--- src/rtl/w5500_ctrl_pkg.sv ---
package w5500_ctrl_pkg;

    // Address, control and one data byte
    localparam int CMD_BITS = 32;
    // Address and control ahead of a TX buffer burst
    localparam int HDR_BITS = 24;

    localparam int INIT_STEPS = 31;

    typedef logic [4:0] step_t;

    typedef enum logic [2:0] {
        ST_INIT,
        ST_POLL,
        ST_IDLE,
        ST_TX_DATA,
        ST_TX_WR_LO,
        ST_TX_WR_HI,
        ST_TX_SEND
    } seq_state_t;

endpackage

--- src/rtl/w5500_regs_pkg.sv ---
package w5500_regs_pkg;

    // SPI control phase: block select, read/write, operating mode
    typedef struct packed {
        logic [4:0] bsb;
        logic       rwb;
        logic [1:0] om;
    } w5500_ctrl_t;

    typedef struct packed {
        logic [15:0] addr;
        w5500_ctrl_t ctrl;
        logic [7:0]  data;
    } w5500_fields_t;

    // Same command word seen as fields or as the raw MSB-first frame
    typedef union packed {
        w5500_fields_t f;
        logic [31:0]   raw;
    } w5500_cmd_t;

    localparam logic [4:0] BSB_COMMON = 5'b00000;
    localparam logic [4:0] BSB_S0_REG = 5'b00001;
    localparam logic [4:0] BSB_S0_TX  = 5'b00010;
    localparam logic       RWB_READ   = 1'b0;
    localparam logic       RWB_WRITE  = 1'b1;
    // Variable data length mode, frame ends on chip select
    localparam logic [1:0] OM_VDM     = 2'b00;

    // Common register block
    localparam logic [15:0] REG_GAR0    = 16'h0001;
    localparam logic [15:0] REG_SUBR0   = 16'h0005;
    localparam logic [15:0] REG_SHAR0   = 16'h0009;
    localparam logic [15:0] REG_SIPR0   = 16'h000F;
    localparam logic [15:0] REG_PHYCFGR = 16'h002E;

    // Socket 0 register block
    localparam logic [15:0] SN_MR         = 16'h0000;
    localparam logic [15:0] SN_CR         = 16'h0001;
    localparam logic [15:0] SN_SR         = 16'h0003;
    localparam logic [15:0] SN_PORT0      = 16'h0004;
    localparam logic [15:0] SN_DIPR0      = 16'h000C;
    localparam logic [15:0] SN_DPORT0     = 16'h0010;
    localparam logic [15:0] SN_RXBUF_SIZE = 16'h001E;
    localparam logic [15:0] SN_TXBUF_SIZE = 16'h001F;
    localparam logic [15:0] SN_TX_WR0     = 16'h0024;
    localparam logic [15:0] SN_TX_WR1     = 16'h0025;

    localparam logic [7:0] PHY_MODE   = 8'hD8;
    localparam logic [7:0] MODE_UDP   = 8'h02;
    localparam logic [7:0] BUF_SIZE   = 8'd16;
    localparam logic [7:0] CMD_OPEN   = 8'h01;
    localparam logic [7:0] CMD_SEND   = 8'h20;
    localparam logic [7:0] STATUS_UDP = 8'h22;

    function automatic w5500_cmd_t w5500_cmd(
        input logic [15:0] addr,
        input logic [4:0]  bsb,
        input logic        rwb,
        input logic [7:0]  data
    );
        w5500_cmd_t c;
        c.f.addr     = addr;
        c.f.ctrl.bsb = bsb;
        c.f.ctrl.rwb = rwb;
        c.f.ctrl.om  = OM_VDM;
        c.f.data     = data;
        return c;
    endfunction

endpackage
--- src/rtl/spi_frame_if.sv ---
`timescale 1ns/1ps

interface spi_frame_if #(
    parameter int PAYLOAD_BITS = 64
);
    import w5500_regs_pkg::*;

    logic                    start;
    logic                    is_payload;
    w5500_cmd_t              cmd;
    logic [PAYLOAD_BITS-1:0] payload;

    logic                    busy;
    logic                    done;
    logic [7:0]              rx_byte;

    modport master (
        output start,
        output is_payload,
        output cmd,
        output payload,
        input  busy,
        input  done,
        input  rx_byte
    );

    modport engine (
        input  start,
        input  is_payload,
        input  cmd,
        input  payload,
        output busy,
        output done,
        output rx_byte
    );

endinterface

--- src/rtl/w5500_udp_tx.sv ---
`timescale 1ns/1ps

module w5500_udp_tx #(
    parameter int          PAYLOAD_BITS = 64,
    parameter logic [47:0] MAC_ADDR     = 48'hAAAF_FACC_E31C,
    parameter logic [31:0] LOCAL_IP     = 32'hC0A8_0AC1,
    parameter logic [31:0] GATEWAY_IP   = 32'hC0A8_0A01,
    parameter logic [31:0] SUBNET_MASK  = 32'hFFFF_FF00,
    parameter logic [15:0] SRC_PORT     = 16'd2390,
    parameter logic [31:0] DST_IP       = 32'hC0A8_0A02,
    parameter logic [15:0] DST_PORT     = 16'd5000
) (
    input  logic                    clk,
    input  logic                    arst_n,
    input  logic                    spi_miso,
    output logic                    spi_mosi,
    output logic                    spi_sck,
    output logic                    spi_cs_n,
    input  logic [PAYLOAD_BITS-1:0] tx_data,
    input  logic                    tx_valid,
    output logic                    tx_ready,
    output logic                    link_up
);
    import w5500_regs_pkg::*;
    import w5500_ctrl_pkg::*;

    step_t      step;
    w5500_cmd_t init_cmd;

    spi_frame_if #(.PAYLOAD_BITS(PAYLOAD_BITS)) frame_if ();

    w5500_sequencer #(
        .PAYLOAD_BITS(PAYLOAD_BITS)
    ) w5500_sequencer_inst (
        .clk      (clk),
        .arst_n   (arst_n),
        .tx_data  (tx_data),
        .tx_valid (tx_valid),
        .init_cmd (init_cmd),
        .step     (step),
        .tx_ready (tx_ready),
        .link_up  (link_up),
        .frame    (frame_if.master)
    );

    w5500_init_table #(
        .MAC_ADDR    (MAC_ADDR),
        .LOCAL_IP    (LOCAL_IP),
        .GATEWAY_IP  (GATEWAY_IP),
        .SUBNET_MASK (SUBNET_MASK),
        .SRC_PORT    (SRC_PORT),
        .DST_IP      (DST_IP),
        .DST_PORT    (DST_PORT)
    ) w5500_init_table_inst (
        .step (step),
        .cmd  (init_cmd)
    );

    w5500_spi_engine #(
        .PAYLOAD_BITS(PAYLOAD_BITS)
    ) w5500_spi_engine_inst (
        .clk      (clk),
        .arst_n   (arst_n),
        .spi_miso (spi_miso),
        .spi_mosi (spi_mosi),
        .spi_sck  (spi_sck),
        .spi_cs_n (spi_cs_n),
        .frame    (frame_if.engine)
    );

endmodule

--- src/rtl/w5500_sequencer.sv ---
`timescale 1ns/1ps

module w5500_sequencer #(
    parameter int PAYLOAD_BITS = 64
) (
    input  logic                       clk,
    input  logic                       arst_n,
    input  logic [PAYLOAD_BITS-1:0]    tx_data,
    input  logic                       tx_valid,
    input  w5500_regs_pkg::w5500_cmd_t init_cmd,
    output w5500_ctrl_pkg::step_t      step,
    output logic                       tx_ready,
    output logic                       link_up,
    spi_frame_if.master                frame
);
    import w5500_regs_pkg::*;
    import w5500_ctrl_pkg::*;

    localparam logic [15:0] PTR_STEP = 16'(PAYLOAD_BITS / 8);

    seq_state_t              state;
    logic                    issued;
    logic [15:0]             tx_wr;
    logic [PAYLOAD_BITS-1:0] data_q;

    // Each state visit launches one frame once the engine is idle
    assign frame.start      = (state != ST_IDLE) && !issued && !frame.busy;
    assign frame.is_payload = (state == ST_TX_DATA);
    assign frame.payload    = data_q;

    assign tx_ready = (state == ST_IDLE);
    assign link_up  = (state != ST_INIT) && (state != ST_POLL);

    always_comb begin
        case (state)
            ST_POLL:     frame.cmd = w5500_cmd(SN_SR, BSB_S0_REG, RWB_READ, 8'h00);
            // Address field carries the TX buffer pointer
            ST_TX_DATA:  frame.cmd = w5500_cmd(tx_wr, BSB_S0_TX, RWB_WRITE, 8'h00);
            ST_TX_WR_LO: frame.cmd = w5500_cmd(SN_TX_WR1, BSB_S0_REG, RWB_WRITE, tx_wr[7:0]);
            ST_TX_WR_HI: frame.cmd = w5500_cmd(SN_TX_WR0, BSB_S0_REG, RWB_WRITE, tx_wr[15:8]);
            ST_TX_SEND:  frame.cmd = w5500_cmd(SN_CR, BSB_S0_REG, RWB_WRITE, CMD_SEND);
            default:     frame.cmd = init_cmd;
        endcase
    end

    always_ff @(posedge clk or negedge arst_n) begin
        if (!arst_n) begin
            state  <= ST_INIT;
            issued <= 1'b0;
            step   <= '0;
            tx_wr  <= '0;
        end else begin
            if (frame.start) begin
                issued <= 1'b1;
            end
            if (frame.done) begin
                issued <= 1'b0;
            end
            case (state)
                ST_INIT: begin
                    if (frame.done) begin
                        if (step == step_t'(INIT_STEPS - 1)) begin
                            state <= ST_POLL;
                        end else begin
                            step <= step + 1'b1;
                        end
                    end
                end
                // Keep reading status until the socket reports UDP
                ST_POLL: begin
                    if (frame.done && frame.rx_byte == STATUS_UDP) begin
                        state <= ST_IDLE;
                    end
                end
                ST_IDLE: begin
                    if (tx_valid) begin
                        state <= ST_TX_DATA;
                    end
                end
                ST_TX_DATA: begin
                    if (frame.done) begin
                        tx_wr <= tx_wr + PTR_STEP;
                        state <= ST_TX_WR_LO;
                    end
                end
                ST_TX_WR_LO: begin
                    if (frame.done) begin
                        state <= ST_TX_WR_HI;
                    end
                end
                ST_TX_WR_HI: begin
                    if (frame.done) begin
                        state <= ST_TX_SEND;
                    end
                end
                ST_TX_SEND: begin
                    if (frame.done) begin
                        state <= ST_IDLE;
                    end
                end
                default: state <= ST_INIT;
            endcase
        end
    end

    always_ff @(posedge clk) begin
        if (state == ST_IDLE && tx_valid) begin
            data_q <= tx_data;
        end
    end

endmodule

--- src/rtl/w5500_spi_engine.sv ---
`timescale 1ns/1ps

module w5500_spi_engine #(
    parameter int PAYLOAD_BITS = 64
) (
    input  logic        clk,
    input  logic        arst_n,
    input  logic        spi_miso,
    output logic        spi_mosi,
    output logic        spi_sck,
    output logic        spi_cs_n,
    spi_frame_if.engine frame
);
    import w5500_ctrl_pkg::*;

    localparam int SR_BITS = HDR_BITS + PAYLOAD_BITS;
    localparam int CNT_W   = $clog2(2 * SR_BITS + 1);

    logic [SR_BITS-1:0] sreg;
    logic [CNT_W-1:0]   half_cnt;
    logic [CNT_W-1:0]   half_end;
    logic [7:0]         rx_shift;
    logic               busy;
    logic               done;

    assign frame.busy    = busy;
    assign frame.done    = done;
    assign frame.rx_byte = rx_shift;

    // Two clk cycles per bit, frame closes one idle half bit after the last fall
    always_ff @(posedge clk or negedge arst_n) begin
        if (!arst_n) begin
            busy     <= 1'b0;
            done     <= 1'b0;
            spi_cs_n <= 1'b1;
            spi_sck  <= 1'b0;
            spi_mosi <= 1'b0;
            half_cnt <= '0;
            half_end <= '0;
        end else begin
            done <= 1'b0;
            if (!busy) begin
                if (frame.start) begin
                    busy     <= 1'b1;
                    spi_cs_n <= 1'b0;
                    half_cnt <= '0;
                    spi_mosi <= frame.cmd.raw[CMD_BITS-1];
                    if (frame.is_payload) begin
                        half_end <= CNT_W'(2 * SR_BITS);
                    end else begin
                        half_end <= CNT_W'(2 * CMD_BITS);
                    end
                end
            end else if (half_cnt == half_end) begin
                busy     <= 1'b0;
                done     <= 1'b1;
                spi_cs_n <= 1'b1;
                spi_mosi <= 1'b0;
            end else begin
                half_cnt <= half_cnt + 1'b1;
                spi_sck  <= ~spi_sck;
                // Next bit goes out while sck falls
                if (spi_sck) begin
                    spi_mosi <= sreg[SR_BITS-2];
                end
            end
        end
    end

    // Command sits left-aligned, payload frame is header plus data
    always_ff @(posedge clk) begin
        if (!busy && frame.start) begin
            if (frame.is_payload) begin
                sreg <= {frame.cmd.raw[CMD_BITS-1 -: HDR_BITS], frame.payload};
            end else begin
                sreg <= SR_BITS'(frame.cmd.raw) << (SR_BITS - CMD_BITS);
            end
        end else if (busy && spi_sck) begin
            sreg <= {sreg[SR_BITS-2:0], 1'b0};
        end
        // MISO taken on each sck rise
        if (busy && !spi_sck && half_cnt != half_end) begin
            rx_shift <= {rx_shift[6:0], spi_miso};
        end
    end

endmodule

--- src/rtl/w5500_init_table.sv ---
`timescale 1ns/1ps

module w5500_init_table #(
    parameter logic [47:0] MAC_ADDR    = 48'hAAAF_FACC_E31C,
    parameter logic [31:0] LOCAL_IP    = 32'hC0A8_0AC1,
    parameter logic [31:0] GATEWAY_IP  = 32'hC0A8_0A01,
    parameter logic [31:0] SUBNET_MASK = 32'hFFFF_FF00,
    parameter logic [15:0] SRC_PORT    = 16'd2390,
    parameter logic [31:0] DST_IP      = 32'hC0A8_0A02,
    parameter logic [15:0] DST_PORT    = 16'd5000
) (
    input  w5500_ctrl_pkg::step_t      step,
    output w5500_regs_pkg::w5500_cmd_t cmd
);
    import w5500_regs_pkg::*;

    logic [4:0]  offs;
    logic [15:0] base;
    logic [4:0]  bsb;
    logic [7:0]  data;

    // Multi-byte fields go out most significant byte first
    always_comb begin
        offs = '0;
        base = REG_PHYCFGR;
        bsb  = BSB_COMMON;
        data = PHY_MODE;
        case (step) inside
            [5'd1:5'd6]: begin
                offs = step - 5'd1;
                base = REG_SHAR0;
                data = MAC_ADDR[47 - 8*offs -: 8];
            end
            [5'd7:5'd10]: begin
                offs = step - 5'd7;
                base = REG_SIPR0;
                data = LOCAL_IP[31 - 8*offs -: 8];
            end
            [5'd11:5'd14]: begin
                offs = step - 5'd11;
                base = REG_GAR0;
                data = GATEWAY_IP[31 - 8*offs -: 8];
            end
            [5'd15:5'd18]: begin
                offs = step - 5'd15;
                base = REG_SUBR0;
                data = SUBNET_MASK[31 - 8*offs -: 8];
            end
            5'd19: begin
                bsb  = BSB_S0_REG;
                base = SN_MR;
                data = MODE_UDP;
            end
            5'd20, 5'd21: begin
                bsb  = BSB_S0_REG;
                base = (step == 5'd20) ? SN_RXBUF_SIZE : SN_TXBUF_SIZE;
                data = BUF_SIZE;
            end
            [5'd22:5'd23]: begin
                offs = step - 5'd22;
                bsb  = BSB_S0_REG;
                base = SN_PORT0;
                data = SRC_PORT[15 - 8*offs -: 8];
            end
            5'd24: begin
                bsb  = BSB_S0_REG;
                base = SN_CR;
                data = CMD_OPEN;
            end
            [5'd25:5'd28]: begin
                offs = step - 5'd25;
                bsb  = BSB_S0_REG;
                base = SN_DIPR0;
                data = DST_IP[31 - 8*offs -: 8];
            end
            [5'd29:5'd30]: begin
                offs = step - 5'd29;
                bsb  = BSB_S0_REG;
                base = SN_DPORT0;
                data = DST_PORT[15 - 8*offs -: 8];
            end
            default: ;
        endcase
        cmd = w5500_cmd(base + 16'(offs), bsb, RWB_WRITE, data);
    end

endmodule

--- config.mk ---
export PLATFORM = sky130hd
export DESIGN_NAME = w5500_udp_tx
export DESIGN_NICKNAME = d
export VERILOG_FILES = /design/src/rtl/w5500_ctrl_pkg.sv /design/src/rtl/w5500_regs_pkg.sv /design/src/rtl/spi_frame_if.sv /design/src/rtl/w5500_udp_tx.sv /design/src/rtl/w5500_sequencer.sv /design/src/rtl/w5500_spi_engine.sv /design/src/rtl/w5500_init_table.sv
export SDC_FILE = /design/constraint.sdc
export NUM_CORES = 1
export LEC_CHECK = 0
export BUFFER_PORTS_ARGS = -buffer_cell sky130_fd_sc_hd__clkbuf_2
export CAP_MARGIN = 20
export CORE_MARGIN = 3
export CORE_UTILIZATION = 49
export CTS_CLUSTER_DIAMETER = 30
export DETAILED_ROUTE_END_ITERATION = 16
export PLACE_DENSITY = 0.75
export SYNTH_ARGS = -nofsm -noshare
export SYNTH_HDL_FRONTEND = slang
export SYNTH_HIERARCHICAL = 1
export SYNTH_SLANG_ARGS = --single-unit
--- constraint.sdc ---
create_clock -name clk -period 4.4 [get_ports clk]
set_input_delay 0.44 -clock clk [delete_from_list [all_inputs] [get_ports clk]]
set_output_delay 0.44 -clock clk [all_outputs]
set_load 0.02 [all_outputs]
==> flow_results.org <==
** Floorplan
- The floorplan step defined a die boundary enclosing about 24000 µm².
- The floorplan step set the die height to around 150 µm.
- For this design the top-level I/O count stands at 73.
- Floorplan die width :: 154 µm
- Number of placement rows :: 53
- Core footprint :: 21200 µm²
- Starting Density :: about half

** Synthesis
- The number of different library cells used by synthesis comes to 107.
- Yosys mapped a number of flops with a built-in enable equal to ~160.
- Synthesized flop and latch total :: approximately 200
- The synthesized netlist occupies a cell area of 10700 µm².
- Seq/Total Area, Yosys :: 53.4%
- Yosys warning count :: 6
- Post-synthesis async set-or-reset flop share :: 18.9%
- Counting every instance in the synthesized netlist gives 1001.
- In the synthesized netlist the dominant register cell turns out to be sky130_fd_sc_hd__edfxtp_1.
- Syn_area_per_cell :: 10.7 µm²

** Timing
- RSZ-0062 raised after global routing :: false
- Total Neg Setup Slack :: 0 ns
- Minimum clock period :: 4.12 ns
- Final critical-path setup slack :: approximately 0.28 ns
- Final Hold Fails :: 0
- Fmax achieved :: 0.243 GHz
- Measured against its own limit, the worst slew margin works out to 35.8%.
- The final-report max-slew violation count is 0.
- Final setup violation count :: 0
- The clock arrives with 0.0116 ns of skew.
- Period utilization :: 93.5%
- At the pin with the least slew margin, the transition time is roughly 0.96 ns.

** Setup path
- The worst setup path is of the reg2reg kind.
- In this run the worst setup path begins at w5500_sequencer_inst/step[2].
- Worst Path Arrival :: 4.30 ns
- Critical Path Sink Type :: flip-flop
- The worst register-to-register path begins at w5500_sequencer_inst/step[2].
- At the worst endpoint, the required time is 4.58 ns.
- Critical Path Source Type :: flip-flop
- Along the worst path, the maximum fanout reaches 7.

** GRT
- The number of global-route vias before repair is 7872.
- Wire length of the first global-routing pass :: 40.5 mm
- Initial antenna violation count :: 0
- Grt ovf :: 0
- Total track usage :: 21.0%
- Entering global routing, the biggest net connects 65 pins.

** Detailed routing
- Drt via density :: 5.82
- The first TritonRoute pass finished after 5 iterations.
- In the final routed layout, each cell accounts on average for about 18 µm.
- In the detailed route, the total length drawn on met2 is 11.9 mm.
- Top routing layer in use :: met4
- Amount of wire on met3 after detailed routing :: 1.56 mm
- Violation count after the first detailed-route iteration :: 812
- Number of nets still failing antenna checks after routing :: 0
- For this block, the via count after detailed routing is 7852.
- Metal-1 WL :: around 11 mm
- The final layout contains routed wiring with a total length of between 20 and 25 mm.
- In the routed design, unresolved DRC markers number 0.

** Pwr
- The worst-case IR drop observed on VDD is between 200 and 250 µV.
- LEAKAGE :: 4.85 nW
- Overall power consumption :: 0.00362 W
- For this design the ratio of total power to cell area is 305 nW/µm².

** CTS
- Library cell used as clock root buffer :: sky130_fd_sc_hd__clkbuf_16
- Counting the buffers created by CTS gives 17.
- Worst skew pair latency :: 0.43 ns
- Hold repair after CTS inserted 0 buffers.
- H-tree lvl count :: 4
- TritonCTS built the clock tree.
- Clock-pin slew was measured on the worst setup and hold paths at 0.08 ns.
- Clock tree synthesis found a total of 196 sinks.
- The clock passes through at most 2 buffers.

** Placement
- Placed Cells incl. Taps :: 1314
- Half-perimeter wire length of the detailed placement result :: 16.8 mm
- GPL Wtd Cong :: 0.949
- Port Buf Inserts :: 72
- Worst slack, placed :: 0.0598 ns

** Outcome
- The run finished with clean final reports.

** Layout
- Leading cell type in the layout, fill and taps excluded :: sky130_fd_sc_hd__nand2_1
- Excluding fillers, the count of instances in the completed layout stands at between 1000 and 1500.
- Net count, final :: 1162
- Area Growth Syn to Fin :: 11.1%
- Diode count :: 0
- Fraction of the core area covered by cells at the end of the flow :: 55.9%
- Fraction of final layout cells with drive strength greater than 1 :: 17.7%
- Most frequent cells in the layout :: sky130_fd_sc_hd__nand2_1 (229), sky130_fd_sc_hd__edfxtp_1 (159), sky130_fd_sc_hd__nand3_1 (76)

** Hold path
- The tightest min-delay check is of the in2async type.

** Job
- Across the run, the number of max-cap violations was 0.
[state kept, by name, indices dropped and copies added, names as in the netlist]
| register | count |
|---|---|
| w5500_spi_engine_inst/frame.rx_byte | 8 |
| w5500_sequencer_inst/tx_wr | 13 |
| w5500_spi_engine_inst/half_cnt | 8 |
| w5500_spi_engine_inst/frame.busy | 1 |
| w5500_spi_engine_inst/spi_sck | 1 |
| w5500_spi_engine_inst/sreg | 87 |
| w5500_spi_engine_inst/spi_cs_n | 1 |
| w5500_sequencer_inst/frame.payload | 64 |
| w5500_spi_engine_inst/spi_mosi | 1 |
| w5500_sequencer_inst/step | 5 |
| w5500_spi_engine_inst/half_end | 2 |
| w5500_spi_engine_inst/frame.done | 1 |
| w5500_sequencer_inst/issued | 1 |
| w5500_sequencer_inst/state | 3 |
[Yosys cell counts (all sizes together) (3+ instances only)]
master     n  area, µm²
a211oi     4       40.0
mux2       5       63.8
a221oi     4       41.3
mux2i     12        120
inv       22       82.6
nand4      8       50.1
o221ai     4       35.0
or2        4       25.0
a21boi     7       78.8
xnor2     21        191
edfxtp   159       4770
o211ai    10       75.1
and4       4       38.8
a221o      7       70.1
a22o      17        150
o21a       3       22.5
o21ai     26        141
nor3b      7       68.8
nand3b     3       22.5
dfrtp     36        901
buf       44        345
nor2b      7       46.3
xor2      14        130
nand3     76        380
nor2      52        215
a211o      5       43.8
o2111ai    3       26.3
nor3      12       81.3
clkbuf    31        116
ha        31        388
a22oi      4       30.0
nand2    232        881
and3      14       92.6
o31ai      3       22.5
a21o       5       37.5
and2      12       77.6
or4        3       26.3
nor4       3       33.8
nand2b     8       50.1
a31oi      5       31.3
a21oi     32        183
[logic make-up (layout without fill, tap and decap cells)]
| family | Yosys count | after routing | share of synthesized area (%) |
|---|---|---|---|
| xor gates and xnor gates | 38 | 38 | 3.65 |
| buffers and inverters | 97 | 157 | 5.10 |
| AOI/OAI and AO/OA | 159 | 159 | 11.4 |
| muxes | 17 | 17 | 1.72 |
| DFF | 196 | 196 | 53.4 |
| and+or+nand+nor | 460 | 460 | 20.9 |
| adders and majority gates | 32 | 32 | 3.82 |
| other | 2 | 16 | 0.0703 |
[where the power goes]
group	total, W	leakage, nW	switching, W	internal, W
Clock	0.00159	0.296	0.000803	0.000788
Sequential	0.00199	1.83	0	0.00199
Combinational	0.0000389	2.73	0.0000181	0.0000207
Total	0.00362	4.85	0.000821	0.00280
[cell type report]
cell class	count	area (µm²)
Fill cell	1837	9360
Sequential cell	196	5700
Multi-Input combinational cell	722	4520
Timing Repair Buffer	103	597
Clock buffer	17	425
Tap cell	275	344
Clock inverter	15	190
Inverter	22	82.6
[worst max-delay path: stages (launching register included)]
cell and delay (ns):
sky130_fd_sc_hd__dfrtp_1 0.49, sky130_fd_sc_hd__inv_1 0.21, sky130_fd_sc_hd__ha_1 0.27, sky130_fd_sc_hd__a211o_1 0.32
sky130_fd_sc_hd__and3_1 0.28, sky130_fd_sc_hd__or3_4 0.38, sky130_fd_sc_hd__nor2_1 0.19, sky130_fd_sc_hd__o21ai_0 0.16
sky130_fd_sc_hd__ha_1 0.24, sky130_fd_sc_hd__fa_1 0.40, sky130_fd_sc_hd__a21oi_1 0.14, sky130_fd_sc_hd__nor2_1 0.05
sky130_fd_sc_hd__nor2_1 0.17, sky130_fd_sc_hd__inv_1 0.07, sky130_fd_sc_hd__a21oi_1 0.15, sky130_fd_sc_hd__nor2_1 0.05
sky130_fd_sc_hd__a22o_1 0.19, sky130_fd_sc_hd__nand2_1 0.06, sky130_fd_sc_hd__nand2_1 0.05
[metrics by stage]
step	area (µm²)	hold slack (ns)
after floorplan	10700	0.144
after global placement	11200	0.431
after detailed placement	11200	0.436
after CTS	11800	0.162
after global routing	11900	0.153
final	11900	0.145
[final timing paths]
path / end / slack [ns] / cells after the start
worst min-delay path: w5500_sequencer_inst/step[3] / 0.15 / 1
min in group clk: w5500_sequencer_inst/frame.payload[13] / 0.18 / 1
worst max-delay path: w5500_spi_engine_inst/sreg[78] / 0.28 / 18
max in group asynchronous: w5500_sequencer_inst/step[1] / 3.61 / 1
worst max register to register: w5500_spi_engine_inst/sreg[78] / 0.28 / 18
worst min register to register: w5500_spi_engine_inst/frame.rx_byte[1] / 0.45 / 0
[timing repair]
action	CTS	global route
buffers inserted	0	4
setup endpoints to repair	0	3
resized for setup	0	3
[routing by layer]
layer  up-vias  GRT usage, %
li1       3689             -
met1      3854          29.2
met2       275          34.3
met3        34          3.83
met4         0          5.42
met5         -             0
(Power assumes the default switching activity.)
